`config.mk`:
```
export PLATFORM = sky130hd
export DESIGN_NAME = rv_core
export DESIGN_NICKNAME = d
export VERILOG_FILES = /design/src/hdl/rv_pkg.sv /design/src/hdl/fetch_stage.sv /design/src/hdl/decode_stage.sv /design/src/hdl/reg_file.sv /design/src/hdl/execute_stage.sv /design/src/hdl/hazard_unit.sv /design/src/hdl/retire_stage.sv /design/src/hdl/rv_core.sv
export SDC_FILE = /design/constraint.sdc
export NUM_CORES = 2
export LEC_CHECK = 0
export BUFFER_PORTS_ARGS = -buffer_cell sky130_fd_sc_hd__buf_4
export CORE_MARGIN = 2
export CORE_UTILIZATION = 55
export DETAILED_ROUTE_END_ITERATION = 6
export PLACE_DENSITY = 0.8
export SLEW_MARGIN = 20
export SYNTH_ARGS = -nofsm -noshare
export SYNTH_HDL_FRONTEND = slang
export SYNTH_HIERARCHICAL = 1
export SYNTH_SLANG_ARGS = --single-unit
```
`constraint.sdc`:
```
create_clock -name i_clk -period 51.9 [get_ports i_clk]
set_input_delay 5.19 -clock i_clk [delete_from_list [all_inputs] [get_ports i_clk]]
set_output_delay 5.19 -clock i_clk [all_outputs]
set_load 0.03 [all_outputs]
```
`src/hdl/rv_pkg.sv`:
```
package rv_pkg;

    localparam int XLEN       = 32;
    localparam int REG_ADDR_W = 5;

    localparam logic [XLEN-1:0] RESET_PC = '0;

    typedef enum logic [6:0] {
        R_TYPE     = 7'b0110011,
        R_TYPE_IMM = 7'b0010011,
        B_TYPE     = 7'b1100011,
        J_TYPE     = 7'b1101111,
        JALR_TYPE  = 7'b1100111,
        LUI_TYPE   = 7'b0110111,
        AUIPC_TYPE = 7'b0010111
    } opcode_e;

    // funct3 of the conditional branches
    typedef enum logic [2:0] {
        BEQ  = 3'b000,
        BNE  = 3'b001,
        BLT  = 3'b100,
        BGE  = 3'b101,
        BLTU = 3'b110,
        BGEU = 3'b111
    } branch_e;

    typedef enum logic [3:0] {
        ADD, SUB, SLL, SLT, SLTU, XOR, SRL, SRA, OR, AND, COPY_B
    } alu_op_e;

    typedef enum logic [1:0] {RS1, PC, ZERO} a_sel_e;

    typedef enum logic [1:0] {NONE, FROM_MEM, FROM_WB} fwd_e;

    typedef enum logic {ALU, PC_PLUS_4} wb_sel_e;

    typedef struct packed {
        logic [XLEN-1:0] pc;
        logic [XLEN-1:0] inst;
        logic            valid;
    } if_id_t;

    typedef struct packed {
        logic [XLEN-1:0] pc;
        logic [XLEN-1:0] inst;
        logic [XLEN-1:0] rs1_data;
        logic [XLEN-1:0] rs2_data;
        logic [XLEN-1:0] imm;
        alu_op_e         alu_op;
        a_sel_e          a_sel;
        logic            b_is_imm;
        logic            is_branch;
        logic            is_jump;
        wb_sel_e         wb_sel;
        logic            reg_wen;
        logic            valid;
    } id_ex_t;

    // also used for the MEM/WB slot
    typedef struct packed {
        logic [XLEN-1:0]       pc;
        logic [REG_ADDR_W-1:0] rd;
        logic [XLEN-1:0]       result;
        wb_sel_e               wb_sel;
        logic                  reg_wen;
        logic                  valid;
    } ex_mem_t;

    typedef struct packed {
        logic                  valid;
        logic [XLEN-1:0]       pc;
        logic [REG_ADDR_W-1:0] rd;
        logic                  wen;
        logic [XLEN-1:0]       data;
    } retire_t;

endpackage

```
`src/hdl/fetch_stage.sv`:
```
`timescale 1ns/10ps

module fetch_stage (
    input  logic                    i_clk,
    input  logic                    i_reset,
    input  logic [rv_pkg::XLEN-1:0] i_inst,
    input  logic                    i_redirect,
    input  logic [rv_pkg::XLEN-1:0] i_target,
    input  logic                    i_flush,
    output logic [rv_pkg::XLEN-1:0] o_pc,
    output rv_pkg::if_id_t          o_if_id
);
    import rv_pkg::*;

    logic [XLEN-1:0] pc;
    logic [XLEN-1:0] pc_next;

    // a resolved branch or jump wins over sequential fetch
    assign pc_next = i_redirect ? i_target : pc + XLEN'(4);
    assign o_pc    = pc;

    always_ff @(posedge i_clk, posedge i_reset) begin
        if (i_reset) begin
            pc <= RESET_PC;
        end else begin
            pc <= pc_next;
        end
    end

    always_ff @(posedge i_clk, posedge i_reset) begin
        if (i_reset) begin
            o_if_id <= '0;
        end else if (i_flush) begin
            // word fetched on the wrong path
            o_if_id <= '0;
        end else begin
            o_if_id <= '{pc: pc, inst: i_inst, valid: 1'b1};
        end
    end

    a_pc_aligned: assert property (@(posedge i_clk) disable iff (i_reset)
        pc[1:0] == 2'b00);

endmodule

```
`src/hdl/decode_stage.sv`:
```
`timescale 1ns/10ps

module decode_stage (
    input  logic                          i_clk,
    input  logic                          i_reset,
    input  rv_pkg::if_id_t                i_if_id,
    input  logic                          i_flush,
    input  logic [rv_pkg::XLEN-1:0]       i_rs1_data,
    input  logic [rv_pkg::XLEN-1:0]       i_rs2_data,
    output logic [rv_pkg::REG_ADDR_W-1:0] o_rs1_addr,
    output logic [rv_pkg::REG_ADDR_W-1:0] o_rs2_addr,
    output rv_pkg::id_ex_t                o_id_ex
);
    import rv_pkg::*;

    logic [XLEN-1:0] inst;
    logic [2:0]      funct3;
    logic            funct7_alt;
    logic [XLEN-1:0] imm_i;
    logic [XLEN-1:0] imm_b;
    logic [XLEN-1:0] imm_j;
    logic [XLEN-1:0] imm_u;
    id_ex_t          dec;

    // funct3 to ALU op, alt selects SUB or SRA
    function automatic alu_op_e alu_from_f3(input logic [2:0] f3, input logic alt);
        case (f3)
            3'b000:  return alt ? SUB : ADD;
            3'b001:  return SLL;
            3'b010:  return SLT;
            3'b011:  return SLTU;
            3'b100:  return XOR;
            3'b101:  return alt ? SRA : SRL;
            3'b110:  return OR;
            default: return AND;
        endcase
    endfunction

    assign inst       = i_if_id.inst;
    assign funct3     = inst[14:12];
    assign funct7_alt = inst[30];
    assign o_rs1_addr = inst[19:15];
    assign o_rs2_addr = inst[24:20];

    assign imm_i = {{20{inst[31]}}, inst[31:20]};
    assign imm_b = {{19{inst[31]}}, inst[31], inst[7], inst[30:25], inst[11:8], 1'b0};
    assign imm_j = {{11{inst[31]}}, inst[31], inst[19:12], inst[20], inst[30:21], 1'b0};
    assign imm_u = {inst[31:12], 12'b0};

    always_comb begin
        dec          = '0;
        dec.pc       = i_if_id.pc;
        dec.inst     = inst;
        dec.rs1_data = i_rs1_data;
        dec.rs2_data = i_rs2_data;
        dec.alu_op   = ADD;
        dec.a_sel    = RS1;
        dec.wb_sel   = ALU;
        dec.valid    = i_if_id.valid;
        case (opcode_e'(inst[6:0]))
            R_TYPE: begin
                dec.alu_op  = alu_from_f3(funct3, funct7_alt);
                dec.reg_wen = 1'b1;
            end
            R_TYPE_IMM: begin
                // only the shift-right immediate uses funct7
                dec.alu_op   = alu_from_f3(funct3, funct7_alt && funct3 == 3'b101);
                dec.imm      = imm_i;
                dec.b_is_imm = 1'b1;
                dec.reg_wen  = 1'b1;
            end
            B_TYPE: begin
                dec.imm       = imm_b;
                dec.is_branch = 1'b1;
            end
            J_TYPE: begin
                dec.imm     = imm_j;
                dec.is_jump = 1'b1;
                dec.wb_sel  = PC_PLUS_4;
                dec.reg_wen = 1'b1;
            end
            JALR_TYPE: begin
                dec.imm     = imm_i;
                dec.is_jump = 1'b1;
                dec.wb_sel  = PC_PLUS_4;
                dec.reg_wen = 1'b1;
            end
            LUI_TYPE: begin
                dec.alu_op   = COPY_B;
                dec.a_sel    = ZERO;
                dec.imm      = imm_u;
                dec.b_is_imm = 1'b1;
                dec.reg_wen  = 1'b1;
            end
            AUIPC_TYPE: begin
                dec.a_sel    = PC;
                dec.imm      = imm_u;
                dec.b_is_imm = 1'b1;
                dec.reg_wen  = 1'b1;
            end
            default: begin
                // unknown opcode, send a bubble
                dec.valid = 1'b0;
            end
        endcase
        // x0 is never a write target
        dec.reg_wen = dec.reg_wen && inst[11:7] != '0;
    end

    always_ff @(posedge i_clk, posedge i_reset) begin
        if (i_reset) begin
            o_id_ex <= '0;
        end else if (i_flush) begin
            o_id_ex <= '0;
        end else begin
            o_id_ex <= dec;
        end
    end

endmodule

```
`src/hdl/reg_file.sv`:
```
`timescale 1ns/10ps

module reg_file (
    input  logic                          i_clk,
    input  logic                          i_reset,
    input  logic [rv_pkg::REG_ADDR_W-1:0] i_rs1_addr,
    input  logic [rv_pkg::REG_ADDR_W-1:0] i_rs2_addr,
    input  logic [rv_pkg::REG_ADDR_W-1:0] i_rd_addr,
    input  logic [rv_pkg::XLEN-1:0]       i_rd_data,
    input  logic                          i_rd_wen,
    output logic [rv_pkg::XLEN-1:0]       o_rs1_data,
    output logic [rv_pkg::XLEN-1:0]       o_rs2_data
);
    import rv_pkg::*;

    // x0 has no storage
    logic [XLEN-1:0] regs [1:(1 << REG_ADDR_W) - 1];

    always_ff @(posedge i_clk, posedge i_reset) begin
        if (i_reset) begin
            for (int i = 1; i < (1 << REG_ADDR_W); i++) begin
                regs[i] <= '0;
            end
        end else if (i_rd_wen && i_rd_addr != '0) begin
            regs[i_rd_addr] <= i_rd_data;
        end
    end

    // same-cycle write is visible to the read ports
    assign o_rs1_data = (i_rs1_addr == '0) ? '0 :
                        (i_rd_wen && i_rd_addr == i_rs1_addr) ? i_rd_data : regs[i_rs1_addr];
    assign o_rs2_data = (i_rs2_addr == '0) ? '0 :
                        (i_rd_wen && i_rd_addr == i_rs2_addr) ? i_rd_data : regs[i_rs2_addr];

    // a register read in the cycle after its write returns the stored data
    a_read_back: assert property (@(posedge i_clk) disable iff (i_reset)
        (i_rd_wen && i_rd_addr != '0) ##1
        (i_rs1_addr == $past(i_rd_addr) && !(i_rd_wen && i_rd_addr == i_rs1_addr))
        |-> o_rs1_data == $past(i_rd_data));

endmodule

```
`src/hdl/execute_stage.sv`:
```
`timescale 1ns/10ps

module execute_stage (
    input  rv_pkg::id_ex_t                i_id_ex,
    input  rv_pkg::fwd_e                  i_fwd_a,
    input  rv_pkg::fwd_e                  i_fwd_b,
    input  logic [rv_pkg::XLEN-1:0]       i_mem_result,
    input  logic [rv_pkg::XLEN-1:0]       i_wb_result,
    output logic [rv_pkg::REG_ADDR_W-1:0] o_rs1_addr,
    output logic [rv_pkg::REG_ADDR_W-1:0] o_rs2_addr,
    output logic                          o_redirect,
    output logic [rv_pkg::XLEN-1:0]       o_target,
    output rv_pkg::ex_mem_t               o_ex_mem
);
    import rv_pkg::*;

    logic [XLEN-1:0] rs1;
    logic [XLEN-1:0] rs2;
    logic [XLEN-1:0] op_a;
    logic [XLEN-1:0] op_b;
    logic [XLEN-1:0] result;
    logic [XLEN-1:0] jalr_sum;
    logic            taken;

    function automatic logic [XLEN-1:0] fwd_mux(input fwd_e sel, input logic [XLEN-1:0] id_val,
                                                input logic [XLEN-1:0] mem_val,
                                                input logic [XLEN-1:0] wb_val);
        case (sel)
            FROM_MEM: return mem_val;
            FROM_WB:  return wb_val;
            default:  return id_val;
        endcase
    endfunction

    assign o_rs1_addr = i_id_ex.inst[19:15];
    assign o_rs2_addr = i_id_ex.inst[24:20];

    // forward register values first, then pick operands
    assign rs1 = fwd_mux(i_fwd_a, i_id_ex.rs1_data, i_mem_result, i_wb_result);
    assign rs2 = fwd_mux(i_fwd_b, i_id_ex.rs2_data, i_mem_result, i_wb_result);

    always_comb begin
        case (i_id_ex.a_sel)
            PC:      op_a = i_id_ex.pc;
            ZERO:    op_a = '0;
            default: op_a = rs1;
        endcase
    end

    assign op_b = i_id_ex.b_is_imm ? i_id_ex.imm : rs2;

    always_comb begin
        case (i_id_ex.alu_op)
            SUB:     result = op_a - op_b;
            SLL:     result = op_a << op_b[4:0];
            SLT:     result = {{(XLEN-1){1'b0}}, $signed(op_a) < $signed(op_b)};
            SLTU:    result = {{(XLEN-1){1'b0}}, op_a < op_b};
            XOR:     result = op_a ^ op_b;
            SRL:     result = op_a >> op_b[4:0];
            SRA:     result = $signed(op_a) >>> op_b[4:0];
            OR:      result = op_a | op_b;
            AND:     result = op_a & op_b;
            COPY_B:  result = op_b;
            default: result = op_a + op_b;
        endcase
    end

    // branch compare on the forwarded register values
    always_comb begin
        case (branch_e'(i_id_ex.inst[14:12]))
            BEQ:     taken = rs1 == rs2;
            BNE:     taken = rs1 != rs2;
            BLT:     taken = $signed(rs1) < $signed(rs2);
            BGE:     taken = $signed(rs1) >= $signed(rs2);
            BLTU:    taken = rs1 < rs2;
            BGEU:    taken = rs1 >= rs2;
            default: taken = 1'b0;
        endcase
    end

    assign o_redirect = i_id_ex.valid && (i_id_ex.is_jump || (i_id_ex.is_branch && taken));

    assign jalr_sum = rs1 + i_id_ex.imm;
    assign o_target = (opcode_e'(i_id_ex.inst[6:0]) == JALR_TYPE) ? {jalr_sum[XLEN-1:1], 1'b0}
                                                                 : i_id_ex.pc + i_id_ex.imm;

    assign o_ex_mem = '{pc:      i_id_ex.pc,
                        rd:      i_id_ex.inst[11:7],
                        result:  result,
                        wb_sel:  i_id_ex.wb_sel,
                        reg_wen: i_id_ex.reg_wen,
                        valid:   i_id_ex.valid};

endmodule

```
`src/hdl/hazard_unit.sv`:
```
`timescale 1ns/10ps

module hazard_unit (
    input  logic [rv_pkg::REG_ADDR_W-1:0] i_ex_rs1,
    input  logic [rv_pkg::REG_ADDR_W-1:0] i_ex_rs2,
    input  logic [rv_pkg::REG_ADDR_W-1:0] i_mem_rd,
    input  logic [rv_pkg::REG_ADDR_W-1:0] i_wb_rd,
    input  logic                          i_mem_wen,
    input  logic                          i_wb_wen,
    input  logic                          i_redirect,
    output rv_pkg::fwd_e                  o_fwd_a,
    output rv_pkg::fwd_e                  o_fwd_b,
    output logic                          o_flush_id,
    output logic                          o_flush_ex
);
    import rv_pkg::*;

    // the younger producer in MEM wins over WB
    function automatic fwd_e pick(input logic [REG_ADDR_W-1:0] rs,
                                  input logic [REG_ADDR_W-1:0] mem_rd, input logic mem_wen,
                                  input logic [REG_ADDR_W-1:0] wb_rd, input logic wb_wen);
        if (rs == '0) begin
            return NONE;
        end
        if (mem_wen && mem_rd == rs) begin
            return FROM_MEM;
        end
        if (wb_wen && wb_rd == rs) begin
            return FROM_WB;
        end
        return NONE;
    endfunction

    assign o_fwd_a = pick(i_ex_rs1, i_mem_rd, i_mem_wen, i_wb_rd, i_wb_wen);
    assign o_fwd_b = pick(i_ex_rs2, i_mem_rd, i_mem_wen, i_wb_rd, i_wb_wen);

    // both younger slots are on the wrong path
    assign o_flush_id = i_redirect;
    assign o_flush_ex = i_redirect;

endmodule

```
`src/hdl/retire_stage.sv`:
```
`timescale 1ns/10ps

module retire_stage (
    input  logic                          i_clk,
    input  logic                          i_reset,
    input  rv_pkg::ex_mem_t               i_ex_mem,
    output logic [rv_pkg::REG_ADDR_W-1:0] o_mem_rd,
    output logic                          o_mem_wen,
    output logic [rv_pkg::XLEN-1:0]       o_mem_result,
    output logic [rv_pkg::REG_ADDR_W-1:0] o_wb_rd,
    output logic                          o_wb_wen,
    output logic [rv_pkg::XLEN-1:0]       o_wb_result,
    output rv_pkg::retire_t               o_retire
);
    import rv_pkg::*;

    ex_mem_t mem_q;
    ex_mem_t wb_q;

    // jumps write the link address instead of the ALU result
    function automatic logic [XLEN-1:0] wb_value(input ex_mem_t slot);
        return (slot.wb_sel == PC_PLUS_4) ? slot.pc + XLEN'(4) : slot.result;
    endfunction

    always_ff @(posedge i_clk, posedge i_reset) begin
        if (i_reset) begin
            mem_q    <= '0;
            wb_q     <= '0;
            o_retire <= '0;
        end else begin
            mem_q    <= i_ex_mem;
            wb_q     <= mem_q;
            // record what the register file takes at this edge
            o_retire <= '{valid: wb_q.valid,
                          pc:    wb_q.pc,
                          rd:    wb_q.rd,
                          wen:   o_wb_wen,
                          data:  o_wb_wen ? o_wb_result : '0};
        end
    end

    assign o_mem_rd     = mem_q.rd;
    assign o_mem_wen    = mem_q.valid && mem_q.reg_wen;
    assign o_mem_result = wb_value(mem_q);

    assign o_wb_rd      = wb_q.rd;
    assign o_wb_wen     = wb_q.valid && wb_q.reg_wen;
    assign o_wb_result  = wb_value(wb_q);

endmodule

```
`src/hdl/rv_core.sv`:
```
`timescale 1ns/10ps

module rv_core (
    input  logic                    i_clk,
    input  logic                    i_reset,
    input  logic [rv_pkg::XLEN-1:0] i_imem_data,
    output logic [rv_pkg::XLEN-1:0] o_imem_addr,
    output rv_pkg::retire_t         o_retire
);
    import rv_pkg::*;

    if_id_t                if_id;
    id_ex_t                id_ex;
    ex_mem_t               ex_mem_next;

    logic [REG_ADDR_W-1:0] id_rs1_addr;
    logic [REG_ADDR_W-1:0] id_rs2_addr;
    logic [XLEN-1:0]       id_rs1_data;
    logic [XLEN-1:0]       id_rs2_data;

    logic [REG_ADDR_W-1:0] ex_rs1_addr;
    logic [REG_ADDR_W-1:0] ex_rs2_addr;
    logic                  redirect;
    logic [XLEN-1:0]       target;

    logic                  flush_id;
    logic                  flush_ex;
    fwd_e                  fwd_a;
    fwd_e                  fwd_b;

    logic [REG_ADDR_W-1:0] mem_rd;
    logic                  mem_wen;
    logic [XLEN-1:0]       mem_result;
    logic [REG_ADDR_W-1:0] wb_rd;
    logic                  wb_wen;
    logic [XLEN-1:0]       wb_result;

    fetch_stage u_fetch (
        .i_clk      (i_clk),
        .i_reset    (i_reset),
        .i_inst     (i_imem_data),
        .i_redirect (redirect),
        .i_target   (target),
        .i_flush    (flush_id),
        .o_pc       (o_imem_addr),
        .o_if_id    (if_id)
    );

    decode_stage u_decode (
        .i_clk      (i_clk),
        .i_reset    (i_reset),
        .i_if_id    (if_id),
        .i_flush    (flush_ex),
        .i_rs1_data (id_rs1_data),
        .i_rs2_data (id_rs2_data),
        .o_rs1_addr (id_rs1_addr),
        .o_rs2_addr (id_rs2_addr),
        .o_id_ex    (id_ex)
    );

    // written from the WB slot, read by decode
    reg_file u_reg_file (
        .i_clk      (i_clk),
        .i_reset    (i_reset),
        .i_rs1_addr (id_rs1_addr),
        .i_rs2_addr (id_rs2_addr),
        .i_rd_addr  (wb_rd),
        .i_rd_data  (wb_result),
        .i_rd_wen   (wb_wen),
        .o_rs1_data (id_rs1_data),
        .o_rs2_data (id_rs2_data)
    );

    execute_stage u_execute (
        .i_id_ex      (id_ex),
        .i_fwd_a      (fwd_a),
        .i_fwd_b      (fwd_b),
        .i_mem_result (mem_result),
        .i_wb_result  (wb_result),
        .o_rs1_addr   (ex_rs1_addr),
        .o_rs2_addr   (ex_rs2_addr),
        .o_redirect   (redirect),
        .o_target     (target),
        .o_ex_mem     (ex_mem_next)
    );

    hazard_unit u_hazard (
        .i_ex_rs1   (ex_rs1_addr),
        .i_ex_rs2   (ex_rs2_addr),
        .i_mem_rd   (mem_rd),
        .i_wb_rd    (wb_rd),
        .i_mem_wen  (mem_wen),
        .i_wb_wen   (wb_wen),
        .i_redirect (redirect),
        .o_fwd_a    (fwd_a),
        .o_fwd_b    (fwd_b),
        .o_flush_id (flush_id),
        .o_flush_ex (flush_ex)
    );

    retire_stage u_retire (
        .i_clk        (i_clk),
        .i_reset      (i_reset),
        .i_ex_mem     (ex_mem_next),
        .o_mem_rd     (mem_rd),
        .o_mem_wen    (mem_wen),
        .o_mem_result (mem_result),
        .o_wb_rd      (wb_rd),
        .o_wb_wen     (wb_wen),
        .o_wb_result  (wb_result),
        .o_retire     (o_retire)
    );

endmodule

```
==> After elaboration in Yosys (flattened, before gate mapping) <==
Cells that the tools add are included.
{ "word_totals": {"output_inout_bits": 103, "register_bits": 1469, "input_bits": 34} }
{ "op_classes": {"add_sub_neg": 7, "mux": 64, "magnitude_cmp": 10, "n_eq_ne": 43, "shifts": 3, "n_reduce_logical": 29, "n_bitwise": 6} }
{ "ops": {"columns": ["op", "n"], "rows": [
  ["992-bit bitwise mux", 1],
  ["32-bit two-way mux", 15],
  ["32-bit binary-select mux with 5-bit select", 2],
  ["32-bit case mux with 10 select lines", 1],
  ["32-bit case mux with 2 select lines", 3],
  ["172-bit two-way mux", 1],
  ["32-bit demux with 5-bit select", 1],
  ["32-bit less-than comparator", 4],
  ["32-bit case mux with 4 select lines", 1],
  ["32-bit by 3-bit adder with 32-bit output (second input constant)", 3],
  ["32-bit adder", 3],
  ["65-bit two-way mux", 1],
  ["32-bit greater-or-equal comparator", 2],
  ["4-bit case mux with 7 select lines", 2],
  ["32-bit bitwise AND", 1],
  ["32-bit equality test", 1],
  ["32-bit != test", 1],
  ["32-bit bitwise OR", 1],
  ["32-bit by 5-bit left shift with 32-bit output", 1],
  ["32-bit by 5-bit >> shifter with 32-bit output", 1],
  ["32-bit by 5-bit >>> shifter with 32-bit output", 1],
  ["32-bit subtractor", 1],
  ["32-bit XOR", 1],
  ["5-bit equality test", 6],
  ["29 further kinds", 107]
]} }

==> Longest topological paths before layout <==
{ "depth": {"depth_word": 17, "ltp_mapped": 28, "ltp_nobuf": 23} }

==> Cells and area by module <==
Netlist, hierarchy kept.
{ "by_module_without_submodules": {"columns": ["mod", "seq_area_each_um2", "cells_each", "instances", "area_per_inst_um2"], "rows": [
  ["reg_file", 24823.8, 3674, 1, 53996.8],
  ["execute_stage", 0.0, 2360, 1, 15720.1],
  ["retire_stage", 5380.2, 592, 1, 7563.5],
  ["decode_stage", 4279.1, 442, 1, 5947.0],
  ["fetch_stage", 2427.3, 331, 1, 3862.5],
  ["hazard_unit", 0.0, 38, 1, 280.3]
]} }

==> Least setup slack after synthesis <==
Ideal clock, no wire load.
{ "synth_timing": {"kind": "reg-to-output", "start": "reg u_fetch.pc[6], in the netlist u_fetch/o_pc[6]", "end": "out o_imem_addr[6] (netlist name)", "t_arrival_ns": 0.576, "slack_ns": 46.134, "path_stages_with_launch": 1, "path_cell_list": "dfrtp_1"} }
{ "synth_rtl": {"columns": ["item", "line", "text"], "rows": [
  ["start, declared", "fetch_stage.sv:15", "logic [XLEN-1:0] pc;"],
  ["start signal, assigned", "fetch_stage.sv:26", "pc <= pc_next;"],
  ["end, declared", "rv_core.sv:7", "output logic [rv_pkg::XLEN-1:0] o_imem_addr,"]
]} }
No word-level cell between the ends.

==> results.py <==
metrics = {
    "clock_network": {
        "clock_latency_ps": 850,
        "clockBufferDepth": 3,
        "numCtsBuffers": 155,
        "postCtsSetupBuffers": 0,
        "cts_resized": 0,
        "cts_sinks": 1468,
        "root_buffer": "clkbuf_16",
        "ctsHoldBuffers": 0,
        "clk_pin_slew_ps": 60,
        "cts_tree": "built",
        "htreeDepth": 4,
    },
    "route": {
        "drt_iter0_drc": 9319,
        "route.detailed.drc": 5,
        "routed_wl_um": 319000,
        "via_per_inst": 7.29,
        "num_vias": 68500,
        "final_antenna_net_count": 0,
        "wl_per_cell_um": 34.0,
        "dr.pass1.iters": 7,
    },
    "timing": {
        "skew_ps": 70.8,
        "final.setup.tns_ps": 0,
        "min_period_over_period": 0.165,
        "hold_viol_final": 0,
        "worst_slew_margin_rel": 0.147,
        "fmax_mhz": 117,
        "min_period_ps": 8570,
        "rsz0062_at_grt": "false",
        "setup_viol": 0,
        "slew_viol_final": 0,
        "setup_ws_ps": 43330,
        "tightestPinTransition_ps": 1280,
    },
    "grt": {
        "grt_pass1_vias": 68000,
        "grt_usage": 0.388,
        "grt_pass1_wl_um": 462000,
        "antenna_found_initial": 21,
        "grt_max_degree": 110,
        "overflow": 0,
    },
    "outcome": {
        "status": "finished with violations",
        "violations": "DRC",
    },
    "floorplanning": {
        "rows": 146,
        "initial_core_util": 0.552,
        "die_h_um": 402,
        "ioPinCount": 137,
        "die_width_um": 402,
        "core_area_mm2": 0.158,
        "die_area_mm2": 0.162,
    },
    "critical_path": {
        "crit_buf_inv": 6,
        "critPathRequiredTime_ps": 52770,
        "crit_top_cell": "buf_4",
        "cp_slowest_cell": "buf_4",
        "critPathMaxFanout": 109,
        "critPathCaptureType": "async pin",
        "max_stage_delay_ps": 890,
        "ff2ff_setup_slack_ps": 43350,
        "arrival_ps": 9440,
        "worstPathCellList": "buf_4 > inv_8 > buf_4 > buf_4 > buf_4 > buf_4",
        "crit_type": "in2async",
        "setup.worst_path.start_class": "input port",
        "path_delay_family": "buffers and inverters",
    },
    "placed_design": {
        "io_buffer_count": 136,
        "hpwl_um": 210000,
        "gp_congestion": 1.04,
        "dp_slack_ps": 42440,
        "place_area_mm2": 0.0889,
    },
    "finish": {
        "final_util": 0.598,
        "final_nets": 7426,
        "drive_gt1_frac": 0.305,
        "n_fill_cell": 12000,
        "syn_to_final_growth_pct": 8.37,
        "stdcell_area_mm2": 0.0945,
    },
    "synth": {
        "synth_area_mm2": 0.0872,
        "syn-mean-instance-area_um2": 11.7,
        "synth_fp_nets": 7660,
        "yosys_warnings": 6,
        "netlist_instances": 7424,
    },
    "power": {
        "peakVddDrop_mv": 0.0364,
        "powerDensity_mw_per_mm2": 30.4,
        "power_uw": 2870,
        "power.leakage_uw": 0.0435,
    },
    "flow_run": {
        "cap_violations": 0,
    },
    "hold_path": {
        "hp-class": "reg2reg",
    },
}
[flip-flops by register name, indices dropped and copies added (netlist names)]
register	count
u_decode/o_id_ex	164
u_retire/o_wb_rd	5
u_retire/o_mem_rd	5
u_retire/o_retire	71
u_retire/wb_q	67
u_reg_file/regs	992
u_fetch/o_pc	32
u_fetch/o_if_id	65
u_retire/mem_q	67
[path summary, 6_finish.rpt]
check | from | cells after the start | end
min in group asynchronous | i_reset | 2 | u_fetch/o_if_id[18]
hold reg to reg | u_decode/o_id_ex[116] | 0 | u_retire/o_mem_rd[1]
max in group i_clk | u_retire/wb_q[0] | 21 | u_retire/mem_q[31]
hold / removal | u_decode/o_id_ex[116] | 0 | u_retire/o_mem_rd[1]
setup / recovery | i_reset | 6 | u_reg_file/regs[825]
setup reg to reg | u_retire/wb_q[0] | 21 | u_retire/mem_q[31]
[cell usage in the layout, fill, tap and decap left out, types with 55 or more instances in the layout]
cell,instances
ha_1,198
a221o_1,78
mux2i_1,252
dfrtp_1,1456
nand3_1,123
a21oi_1,269
nor2b_1,210
nor3_1,125
a221oi_1,102
inv_1,125
o21ai_0,288
mux2_2,1069
nor2_1,361
buf_4,303
nand2_1,332
clkbuf_16,157
mux2_1,55
a22o_1,66
xnor2_1,89
a211oi_1,97
mux4_2,420
o22ai_1,77
[power by group]
group	switching (uW)	internal [uW]	total [uW]	leakage [uW]
Sequential	59.8	1180	1240	0.0201
Combinational	323	133	457	0.0208
Clock	498	679	1180	0.00265
Total	881	1990	2870	0.0435
[layer usage]
| metal | vias up | global-route usage | share of wire |
|---|---|---|---|
| met4 | 28 | 0.280 | 0.086 |
| met3 | 1520 | 0.116 | 0.12 |
| met1 | 34300 | 0.480 | 0.35 |
| li1 | 27300 | - | - |
| met2 | 5320 | 0.581 | 0.44 |
| met5 | - | 0.00178 | 0.00072 |
[stage by stage]
stage | hold slack (ps) | cells
2_1_floorplan | 346 | 7424
3_3_place_gp | 334 | 9101
3_5_place_dp | 342 | 9101
4_1_cts | 348 | 9381
5_1_grt | 358 | 9386
6_report | 350 | 9391
[cell type report]
class | instances | area [um2] | share of cell area
inverters | 144 | 572 | 0.00605
clock inverters | 63 | 885 | 0.00937
diodes | 6 | 15.0 | 0.000159
repair buffers | 312 | 2440 | 0.0259
clock buffers | 217 | 4510 | 0.0478
multi-input cells | 5109 | 46700 | 0.494
well taps | 2072 | 2590 | 0.0274
flip-flops and latches | 1468 | 36800 | 0.389
Note: power is estimated with default switching activity, not from simulation.
